### config.mk
export PLATFORM = sky130hd
export DESIGN_NAME = aux_tx_top
export DESIGN_NICKNAME = d
export VERILOG_FILES = /design/src/verilog/aux_pkg.sv /design/src/verilog/aux_tx_top.sv /design/src/verilog/aux_manchester_tx.sv /design/src/verilog/aux_tx_fifo.sv /design/src/verilog/aux_wb_regs.sv
export SDC_FILE = /design/constraint.sdc
export NUM_CORES = 1
export LEC_CHECK = 0
export ABC_AREA = 1
export BUFFER_PORTS_ARGS = -buffer_cell sky130_fd_sc_hd__buf_4
export CAP_MARGIN = 10
export CORE_MARGIN = 2
export CORE_UTILIZATION = 39
export CTS_BUF_LIST = sky130_fd_sc_hd__clkbuf_4 sky130_fd_sc_hd__clkbuf_8 sky130_fd_sc_hd__clkbuf_16
export DETAILED_ROUTE_END_ITERATION = 16
export GPL_ROUTABILITY_DRIVEN = 0
export SLEW_MARGIN = 20
export SYNTH_ARGS = -nofsm -noshare
export SYNTH_HDL_FRONTEND = slang
export SYNTH_SLANG_ARGS = --single-unit
export TNS_END_PERCENT = 20
### constraint.sdc
create_clock -name CLK_IN -period 1.9 [get_ports CLK_IN]
set_input_delay 0.095 -clock CLK_IN [delete_from_list [all_inputs] [get_ports CLK_IN]]
set_output_delay 0.095 -clock CLK_IN [all_outputs]
set_load 0.05 [all_outputs]
### src/verilog/aux_pkg.sv
// AUX channel transmit package
// Register word addresses and control/status bit positions
// Bus width and transmit FIFO sizes
// Token layout (data byte plus stop flag)
// Encoder FSM state encoding
package aux_pkg;

	// Register word addresses
	localparam logic [1:0] ADR_CTL = 2'd0;    // Control
	localparam logic [1:0] ADR_STA = 2'd1;    // Status
	localparam logic [1:0] ADR_TXF = 2'd2;    // TX FIFO write port

	// Control register bits
	localparam int CTL_RUN   = 0;    // Run
	localparam int CTL_IE    = 1;    // Interrupt enable
	localparam int CTL_SEND  = 2;    // Send message, self clearing
	localparam int CTL_WIDTH = 3;

	// Status register bits
	localparam int STA_IRQ   = 0;    // Interrupt pending
	localparam int STA_DONE  = 1;    // Message done
	localparam int STA_EP    = 2;    // FIFO empty
	localparam int STA_FL    = 3;    // FIFO full
	localparam int STA_WRDS  = 4;    // Word count, 6 bits wide
	localparam int STA_WIDTH = 10;

	// Sizes
	localparam int FIFO_WRDS = 32;
	localparam int FIFO_ADR  = 5;
	localparam int WB_DAT_W  = 32;

	// Token layout
	localparam int TOK_STOP = 8;    // Stop flag position
	localparam int TOK_W    = 9;

	typedef struct packed {
		logic       stop;    // Stop token, data ignored
		logic [7:0] data;
	} token_t;

	// Encoder states
	typedef enum logic [3:0] {
		tx_idle, tx_enable, tx_load, tx_rise, tx_fall,
		tx_stop1, tx_stop2, tx_stop3, tx_stop4
	} tx_state_t;

endpackage
### src/verilog/aux_tx_top.sv
// AUX channel transmitter top level
// Wishbone register block, token FIFO and Manchester encoder
`timescale 1ns/1ps

module aux_tx_top
(
	input  logic                          CLK_IN,
	input  logic                          RST_IN,
	input  logic                          wb_cyc,
	input  logic                          wb_stb,
	input  logic                          wb_we,
	input  logic [1:0]                    wb_adr,
	input  logic [aux_pkg::WB_DAT_W-1:0]  wb_dat_w,
	output logic [aux_pkg::WB_DAT_W-1:0]  wb_dat_r,
	output logic                          wb_ack,
	input  logic                          beat,       // Bit timing reference
	output logic                          aux_en,
	output logic                          aux_tx,
	output logic                          irq
);

	logic                        run;
	logic                        send;
	logic                        fifo_wr;
	aux_pkg::token_t             fifo_din;
	logic                        fifo_rd;
	aux_pkg::token_t             head;
	logic                        head_vld;
	logic [aux_pkg::FIFO_ADR:0]  wrds;
	logic                        ep;
	logic                        fl;
	logic                        msg_start;
	logic                        msg_done;

	aux_wb_regs u_regs
	(
		.CLK_IN(CLK_IN), .RST_IN(RST_IN),
		.wb_cyc(wb_cyc), .wb_stb(wb_stb), .wb_we(wb_we), .wb_adr(wb_adr),
		.wb_dat_w(wb_dat_w), .wb_dat_r(wb_dat_r), .wb_ack(wb_ack),
		.msg_start(msg_start), .msg_done(msg_done),
		.wrds(wrds), .ep(ep), .fl(fl),
		.run(run), .send(send), .fifo_wr(fifo_wr), .fifo_din(fifo_din), .irq(irq)
	);

	aux_tx_fifo u_fifo
	(
		.CLK_IN(CLK_IN), .RST_IN(RST_IN), .run(run),
		.wr(fifo_wr), .din(fifo_din), .rd(fifo_rd),
		.head(head), .head_vld(head_vld), .wrds(wrds), .ep(ep), .fl(fl)
	);

	aux_manchester_tx u_enc
	(
		.CLK_IN(CLK_IN), .RST_IN(RST_IN), .run(run), .beat(beat), .send(send),
		.head(head), .head_vld(head_vld), .fifo_rd(fifo_rd),
		.msg_start(msg_start), .msg_done(msg_done), .aux_en(aux_en), .aux_tx(aux_tx)
	);

endmodule

### src/verilog/aux_manchester_tx.sv
// AUX Manchester transmitter
// Beat edge detection (registered rise and fall pulses)
// Token fetch from FIFO, 8 bit shifter with bit counter
// FSM for data bits, stop pattern and message framing
// Line enable and line level registers
`timescale 1ns/1ps

module aux_manchester_tx
(
	input  logic             CLK_IN,
	input  logic             RST_IN,
	input  logic             run,
	input  logic             beat,
	input  logic             send,
	input  aux_pkg::token_t  head,
	input  logic             head_vld,
	output logic             fifo_rd,
	output logic             msg_start,
	output logic             msg_done,
	output logic             aux_en,
	output logic             aux_tx
);

	aux_pkg::tx_state_t  st_cur;
	aux_pkg::tx_state_t  st_nxt;
	logic                beat_q;
	logic                beat_re;
	logic                beat_fe;
	logic [7:0]          shft;
	logic [2:0]          bit_cnt;
	logic                shft_ld;
	logic                shft_nxt;
	logic                en_set;
	logic                en_clr;
	logic                tx_set;
	logic                tx_clr;

	// Beat edges, one clock behind the input
	always_ff @(posedge CLK_IN or posedge RST_IN)
	begin
		if (RST_IN)
		begin
			beat_q  <= 1'b0;
			beat_re <= 1'b0;
			beat_fe <= 1'b0;
		end
		else
		begin
			beat_q  <= beat;
			beat_re <= beat && !beat_q;
			beat_fe <= !beat && beat_q;
		end
	end

	always_ff @(posedge CLK_IN or posedge RST_IN)
	begin
		if (RST_IN)
			st_cur <= aux_pkg::tx_idle;
		else if (!run)
			st_cur <= aux_pkg::tx_idle;    // Abort
		else
			st_cur <= st_nxt;
	end

	// Next state and strobes
	always_comb
	begin
		st_nxt    = st_cur;
		fifo_rd   = 1'b0;
		msg_start = 1'b0;
		msg_done  = 1'b0;
		shft_ld   = 1'b0;
		shft_nxt  = 1'b0;
		en_set    = 1'b0;
		en_clr    = 1'b0;
		tx_set    = 1'b0;
		tx_clr    = 1'b0;
		case (st_cur)
			aux_pkg::tx_idle :
			begin
				if (run && send)
				begin
					msg_start = 1'b1;
					st_nxt    = aux_pkg::tx_enable;
				end
			end
			aux_pkg::tx_enable :
			begin
				if (beat_fe)
				begin
					en_set = 1'b1;    // Line starts low for half a beat
					st_nxt = aux_pkg::tx_load;
				end
			end
			aux_pkg::tx_load :
			begin
				if (head_vld)
				begin
					fifo_rd = 1'b1;
					if (head.stop)
						st_nxt = aux_pkg::tx_stop1;
					else
					begin
						shft_ld = 1'b1;
						st_nxt  = aux_pkg::tx_rise;
					end
				end
				else if (beat_re)
				begin
					en_clr   = 1'b1;    // FIFO drained, end of message
					msg_done = 1'b1;
					st_nxt   = aux_pkg::tx_idle;
				end
			end
			aux_pkg::tx_rise :
			begin
				if (beat_re)
				begin
					tx_set = shft[7];     // First half is the bit value
					tx_clr = !shft[7];
					st_nxt = aux_pkg::tx_fall;
				end
			end
			aux_pkg::tx_fall :
			begin
				if (beat_fe)
				begin
					tx_set = !shft[7];    // Second half inverted
					tx_clr = shft[7];
					if (bit_cnt == 3'd0)
						st_nxt = aux_pkg::tx_load;
					else
					begin
						shft_nxt = 1'b1;
						st_nxt   = aux_pkg::tx_rise;
					end
				end
			end
			aux_pkg::tx_stop1 :
			begin
				if (beat_re)
				begin
					tx_set = 1'b1;
					st_nxt = aux_pkg::tx_stop2;
				end
			end
			aux_pkg::tx_stop2 : if (beat_re) st_nxt = aux_pkg::tx_stop3;
			aux_pkg::tx_stop3 :
			begin
				if (beat_re)
				begin
					tx_clr = 1'b1;    // Two beats high done
					st_nxt = aux_pkg::tx_stop4;
				end
			end
			aux_pkg::tx_stop4 : if (beat_re) st_nxt = aux_pkg::tx_load;
			default : st_nxt = aux_pkg::tx_idle;
		endcase
	end

	// Shifter, MSB first
	always_ff @(posedge CLK_IN)
	begin
		if (shft_ld)
		begin
			shft    <= head.data;
			bit_cnt <= 3'd7;
		end
		else if (shft_nxt)
		begin
			shft    <= {shft[6:0], 1'b0};
			bit_cnt <= bit_cnt - 1'b1;
		end
	end

	// Line outputs
	always_ff @(posedge CLK_IN or posedge RST_IN)
	begin
		if (RST_IN)
		begin
			aux_en <= 1'b0;
			aux_tx <= 1'b0;
		end
		else if (!run)
		begin
			aux_en <= 1'b0;
			aux_tx <= 1'b0;
		end
		else
		begin
			if (en_set)
				aux_en <= 1'b1;
			else if (en_clr)
				aux_en <= 1'b0;
			if (tx_set)
				aux_tx <= 1'b1;
			else if (tx_clr)
				aux_tx <= 1'b0;
		end
	end

endmodule

### src/verilog/aux_tx_fifo.sv
// AUX transmit token FIFO
// Circular buffer, first word fall through head
// Word count, empty and full flags
// Flushed while run is low
`timescale 1ns/1ps

module aux_tx_fifo
(
	input  logic                        CLK_IN,
	input  logic                        RST_IN,
	input  logic                        run,
	input  logic                        wr,
	input  aux_pkg::token_t             din,
	input  logic                        rd,
	output aux_pkg::token_t             head,       // Oldest token
	output logic                        head_vld,
	output logic [aux_pkg::FIFO_ADR:0]  wrds,
	output logic                        ep,
	output logic                        fl
);

	aux_pkg::token_t                mem [aux_pkg::FIFO_WRDS];
	logic [aux_pkg::FIFO_ADR-1:0]   wp;
	logic [aux_pkg::FIFO_ADR-1:0]   rp;
	logic [aux_pkg::FIFO_ADR:0]     cnt;
	logic                           wr_ok;
	logic                           rd_ok;

	assign wr_ok = run && wr && !fl;    // Write while full is dropped
	assign rd_ok = run && rd && !ep;

	// Storage
	always_ff @(posedge CLK_IN)
	begin
		if (wr_ok)
			mem[wp] <= din;
	end

	// Pointers and count
	always_ff @(posedge CLK_IN or posedge RST_IN)
	begin
		if (RST_IN)
		begin
			wp  <= '0;
			rp  <= '0;
			cnt <= '0;
		end
		else if (!run)
		begin
			wp  <= '0;    // Flush
			rp  <= '0;
			cnt <= '0;
		end
		else
		begin
			if (wr_ok)
				wp <= wp + 1'b1;
			if (rd_ok)
				rp <= rp + 1'b1;
			if (wr_ok && !rd_ok)
				cnt <= cnt + 1'b1;
			else if (rd_ok && !wr_ok)
				cnt <= cnt - 1'b1;
		end
	end

	assign ep       = (cnt == '0);
	assign fl       = cnt[aux_pkg::FIFO_ADR];    // MSB only set at full depth
	assign wrds     = cnt;
	assign head     = mem[rp];
	assign head_vld = !ep;

endmodule

### src/verilog/aux_wb_regs.sv
// AUX transmit register block
// Wishbone classic slave with single cycle registered ack
// Control register with self clearing send bit
// Status word with done and irq flags (write one to clear)
// TX FIFO write strobe and token
`timescale 1ns/1ps

module aux_wb_regs
(
	input  logic                           CLK_IN,
	input  logic                           RST_IN,
	input  logic                           wb_cyc,
	input  logic                           wb_stb,
	input  logic                           wb_we,
	input  logic [1:0]                     wb_adr,
	input  logic [aux_pkg::WB_DAT_W-1:0]   wb_dat_w,
	output logic [aux_pkg::WB_DAT_W-1:0]   wb_dat_r,
	output logic                           wb_ack,
	input  logic                           msg_start,    // Encoder took the send request
	input  logic                           msg_done,     // Encoder finished a message
	input  logic [aux_pkg::FIFO_ADR:0]     wrds,
	input  logic                           ep,
	input  logic                           fl,
	output logic                           run,
	output logic                           send,
	output logic                           fifo_wr,
	output aux_pkg::token_t                fifo_din,
	output logic                           irq
);

	logic                           bus_act;    // Cycle open and not yet acked
	logic                           bus_wr;
	logic                           sta_wr;     // Status write, clears flags
	logic                           ie;
	logic                           done;
	logic [aux_pkg::CTL_WIDTH-1:0]  ctl_r;
	logic [aux_pkg::STA_WIDTH-1:0]  sta_r;
	logic [aux_pkg::WB_DAT_W-1:0]   rd_mux;

	assign bus_act = wb_cyc && wb_stb && !wb_ack;    // Blocks back to back acks
	assign bus_wr  = bus_act && wb_we;
	assign sta_wr  = bus_wr && (wb_adr == aux_pkg::ADR_STA);

	// Ack one clock after the cycle opens
	always_ff @(posedge CLK_IN or posedge RST_IN)
	begin
		if (RST_IN)
			wb_ack <= 1'b0;
		else
			wb_ack <= bus_act;
	end

	// Control register
	always_ff @(posedge CLK_IN or posedge RST_IN)
	begin
		if (RST_IN)
			ctl_r <= '0;
		else if (bus_wr && (wb_adr == aux_pkg::ADR_CTL))
			ctl_r <= wb_dat_w[aux_pkg::CTL_WIDTH-1:0];
		else if (msg_start)
			ctl_r[aux_pkg::CTL_SEND] <= 1'b0;    // Request taken
	end

	assign run  = ctl_r[aux_pkg::CTL_RUN];
	assign ie   = ctl_r[aux_pkg::CTL_IE];
	assign send = ctl_r[aux_pkg::CTL_SEND];

	// Message done flag and interrupt, both dropped when not running
	always_ff @(posedge CLK_IN or posedge RST_IN)
	begin
		if (RST_IN)
		begin
			done <= 1'b0;
			irq  <= 1'b0;
		end
		else if (!run)
		begin
			done <= 1'b0;
			irq  <= 1'b0;
		end
		else
		begin
			if (msg_done)
				done <= 1'b1;
			else if (sta_wr && wb_dat_w[aux_pkg::STA_DONE])
				done <= 1'b0;

			if (msg_done && ie)
				irq <= 1'b1;    // Only with interrupts enabled
			else if (sta_wr && wb_dat_w[aux_pkg::STA_IRQ])
				irq <= 1'b0;
		end
	end

	// Status word
	always_comb
	begin
		sta_r = '0;
		sta_r[aux_pkg::STA_IRQ]  = irq;
		sta_r[aux_pkg::STA_DONE] = done;
		sta_r[aux_pkg::STA_EP]   = ep;
		sta_r[aux_pkg::STA_FL]   = fl;
		sta_r[aux_pkg::STA_WRDS +: aux_pkg::FIFO_ADR+1] = wrds;
	end

	// Read mux, FIFO port and address 3 read as zero
	always_comb
	begin
		rd_mux = '0;
		case (wb_adr)
			aux_pkg::ADR_CTL : rd_mux[aux_pkg::CTL_WIDTH-1:0] = ctl_r;
			aux_pkg::ADR_STA : rd_mux[aux_pkg::STA_WIDTH-1:0] = sta_r;
			default          : ;
		endcase
	end

	// Read data lines up with ack
	always_ff @(posedge CLK_IN)
	begin
		if (bus_act && !wb_we)
			wb_dat_r <= rd_mux;
		else
			wb_dat_r <= '0;
	end

	// FIFO write lands on the ack edge
	assign fifo_wr  = bus_wr && (wb_adr == aux_pkg::ADR_TXF);
	assign fifo_din = aux_pkg::token_t'(wb_dat_w[aux_pkg::TOK_W-1:0]);

endmodule

==> flow_metrics.tcl <==
set metrics [dict create \
    drc_errors 0 \
    synth_cell_types 41 \
    whs_endpoint "u_regs.wb_dat_r[8]$_SDFF_PN0_" \
    failed_checks "hold timing, setup timing" \
    cts_max_level 2 \
    synthFlopType "edfxtp_1" \
    port_buffers 30 \
    area_growth_pct 23.9 \
    hp-start "wb_adr[1]" \
    cts_buffers 36 \
    slew_viol_final 0 \
    place_hpwl_um 21500 \
    fin_util 0.489 \
    routedWlPerCell_um 18.9 \
    crit_type "flip-flop to flip-flop" \
    drive_gt1_frac 0.221 \
    pre_cts_slack_ps -148 \
    worstPathCellList "buf_12, buf_12, buf_12, nor2_2, nor2_1, o21ai_0, nand2_1, nand2_1, nand3_1, nor2_2, nor2_1, nand2_1, nand2_1" \
    fmax_mhz 500 \
    antenna_left 0 \
    setup_ws_ps -98.8 \
    multiInputGateArea_mm2 0.00408 \
    netlist.area_leader.share 0.618 \
    ff_latch_area_mm2 0.00991 \
    worstReg2RegEnd "u_enc.shft[1]$_DFFE_PP_" \
    rrSetupSlack_ps -100 \
    worst_setup_path_start_kind "flip-flop" \
    p_per_area_mw_per_mm2 1230 \
    synthCells 1286 \
    antenna_found_initial 0 \
    min_path_cells 4 \
    r2r_cells 13 \
    rr_startpoint "u_fifo.rp[0]$_DFFE_PP0P_" \
    yosys.area.top_type "edfxtp_1" \
    netlist_top_cells_area "edfxtp_1 (62%), nor2_1 (6.4%), nand2_1 (5.8%)" \
    synth-seq-cells 339 \
    die_w_um 196 \
    drt-total-wl_um 36500 \
    drv_cap 0 \
    cts_buffer_depth 3 \
    cpMostUsedCell "nand2_1" \
    clkLatencyLatePin_ps 530 \
    via_per_inst 5.11 \
    grt_max_degree 61 \
    synthTopCellsByCount "edfxtp_1 (296), nor2_1 (245), nand2_1 (221)" \
    synth_edf_count 296 \
    hold_violations 6 \
    grtUsageTotal 0.189 \
    syn_area_mm2 0.0144 \
    worstHoldPathType "input pin to flip-flop" \
    post-route-period-util 1.05 \
    start_util 0.395 \
    yosysWarnings 0 \
    crit_arrival_ps 2280 \
    required_ps 2180 \
    coreArea_mm2 0.0364 \
    crit_path_top_delay_cell "dfrtp_4" \
    io_pins 76 \
    vias 9876 \
    path_clk_slew_ps 60 \
    drtPass1Iterations 5 \
    rsz0062_at_grt "true" \
    grt_pass1_vias 9626 \
    critPathMaxStageDelay_ps 510 \
    async_flop_share 0.0914 \
    fin_worst_skew_ps 10.4 \
    die_h_um 196 \
    hold_ws_ps -18.1 \
    clock-root-buffer "clkbuf_16" \
    synth_area_per_cell_um2 11.2 \
    synth.most_common_cell "edfxtp_1" \
    vdd_drop_max_uv 935 \
    row_count 70 \
    status "finished with violations" \
    grt.overflow.total 0 \
    nNetsFinal 1493 \
    clock-sinks 339 \
    fillers 3216 \
    drt-initial-drc-count 1016 \
    cts_tree "built" \
    p_leak_uw 0.00677 \
    grt_pass1_wl_um 55500 \
    die-area_mm2 0.0384 \
    setup_viol 30 \
    insertedDiodeCount 0 \
    cp-end-kind "flip-flop" \
    post-route-min-period_ps 2000 \
    crit_path_max_fanout 12 \
    seq_area_frac_synth 0.689 \
]
-- logic make-up (layout without fill, tap and decap cells) --
logic type,count (synthesis),count (layout),synth area share
xor+xnor,7,7,0.00427
other cells,1,22,0.000261
fa+ha+maj,12,12,0.0110
flops,339,339,0.689
simple gates,566,566,0.159
mux,1,1,0.000783
buf+inv,149,306,0.0561
compound gates,211,211,0.0796
-- final cells by class --
class | count | share of cell area
repair inverters | 2 | 0.000983
multi-input cells | 819 | 0.229
clock buffers | 44 | 0.0553
inverters | 68 | 0.0152
clock inverters | 17 | 0.00752
flip-flops and latches | 339 | 0.557
well taps | 468 | 0.0329
repair buffers | 175 | 0.102
-- cells in the final DEF, fill, tap and decap left out, types with 6 or more instances in the layout --
cell / n
o211ai_1: 13
dfrtp_1: 27
nand3_1: 67
ha_1: 8
inv_1: 55
nor2_4: 6
clkinv_1: 12
nor2_2: 27
clkbuf_16: 40
edfxtp_1: 296
buf_4: 118
dfxtp_1: 12
buf_6: 18
nor2_1: 213
nand2_2: 17
nand2_1: 205
inv_2: 8
conb_1: 22
o21ai_0: 89
dlygate4sd3_1: 8
o22ai_1: 17
clkbuf_4: 6
nand3_2: 15
buf_12: 24
a21oi_1: 24
o21ai_1: 50
-- flip-flops by register name (all words and copies together) (netlist names), 3 cells and up --
register	cells
u_fifo.wrds	6
u_regs.ctl_r	3
u_fifo.wp	5
u_enc.st_cur	4
u_enc.shft	8
u_fifo.rp	5
u_regs.wb_dat_r	9
u_fifo.mem	288
u_enc.bit_cnt	3
-- routing by layer --
layer	global-route usage	part of all wire	wire, µm	vias up
met5	0	0	0	-
met4	0.0558	0.023	834	0
met3	0.0323	0.059	2130	64
met2	0.304	0.47	17200	277
met1	0.264	0.45	16200	4828
li1	-	-	-	4707
-- critical path: cells and delay by family (launching register included) --
family	cells	cell delay, ps
buffers and inverters	3	440
and+or+nand+nor	9	720
DFF	1	510
AOI/OAI and AO/OA	1	70
-- worst max-delay path by stage --
stage	endpoint	startpoint	slack, ps	cells past startpoint
floorplan	u_fifo.wrds[5]$_DFFE_PP0P_	u_regs.wb_ack$_DFF_PP0_	-170	12
global placement	u_enc.shft[0]$_SDFFCE_PN0P_	u_fifo.rp[0]$_DFFE_PP0P_	-110	10
detailed placement	u_fifo.wrds[4]$_DFFE_PP0P_	u_enc.st_cur[2]$_DFFE_PP0P_	-150	10
CTS	u_enc.shft[5]$_DFFE_PP_	u_fifo.rp[0]$_DFFE_PP0P_	-80	11
global route	u_enc.shft[7]$_DFFE_PP_	u_fifo.rp[0]$_DFFE_PP0P_	-220	13
finish	u_enc.shft[1]$_DFFE_PP_	u_fifo.rp[0]$_DFFE_PP0P_	-100	13
-- repair_timing --
action / in CTS / in global routing
cloned: 4 / 7
hold buffers: 8 / 0
pin swaps: 27 / 27
hold endpoints to repair: 70 / 0
setup buffers: 11 / 8
endpoints found under the setup margin: 22 / 298
resized for setup: 47 / 86
-- stage by stage --
step | std cells | instance area, µm² | hold slack (ps) | power (µW) | setup TNS (ps)
3_5_place_dp | 1836 | 15900 | 223 | 14200 | -2110
5_1_grt | 1932 | 17800 | 1.72 | 22800 | -7170
4_1_cts | 1920 | 17400 | 11.5 | 21500 | -937
6_report | 1932 | 17800 | -18.1 | 21800 | -1410
3_3_place_gp | 1836 | 15900 | 222 | 14100 | -1420
2_1_floorplan | 1307 | 14500 | 126 | 12300 | -29370
-- report_power, final --
group	switching [µW]	internal, µW
logic	3940	2680
registers	135	8320
clock network	2810	3940
Power figures use the tool's default switching activity.
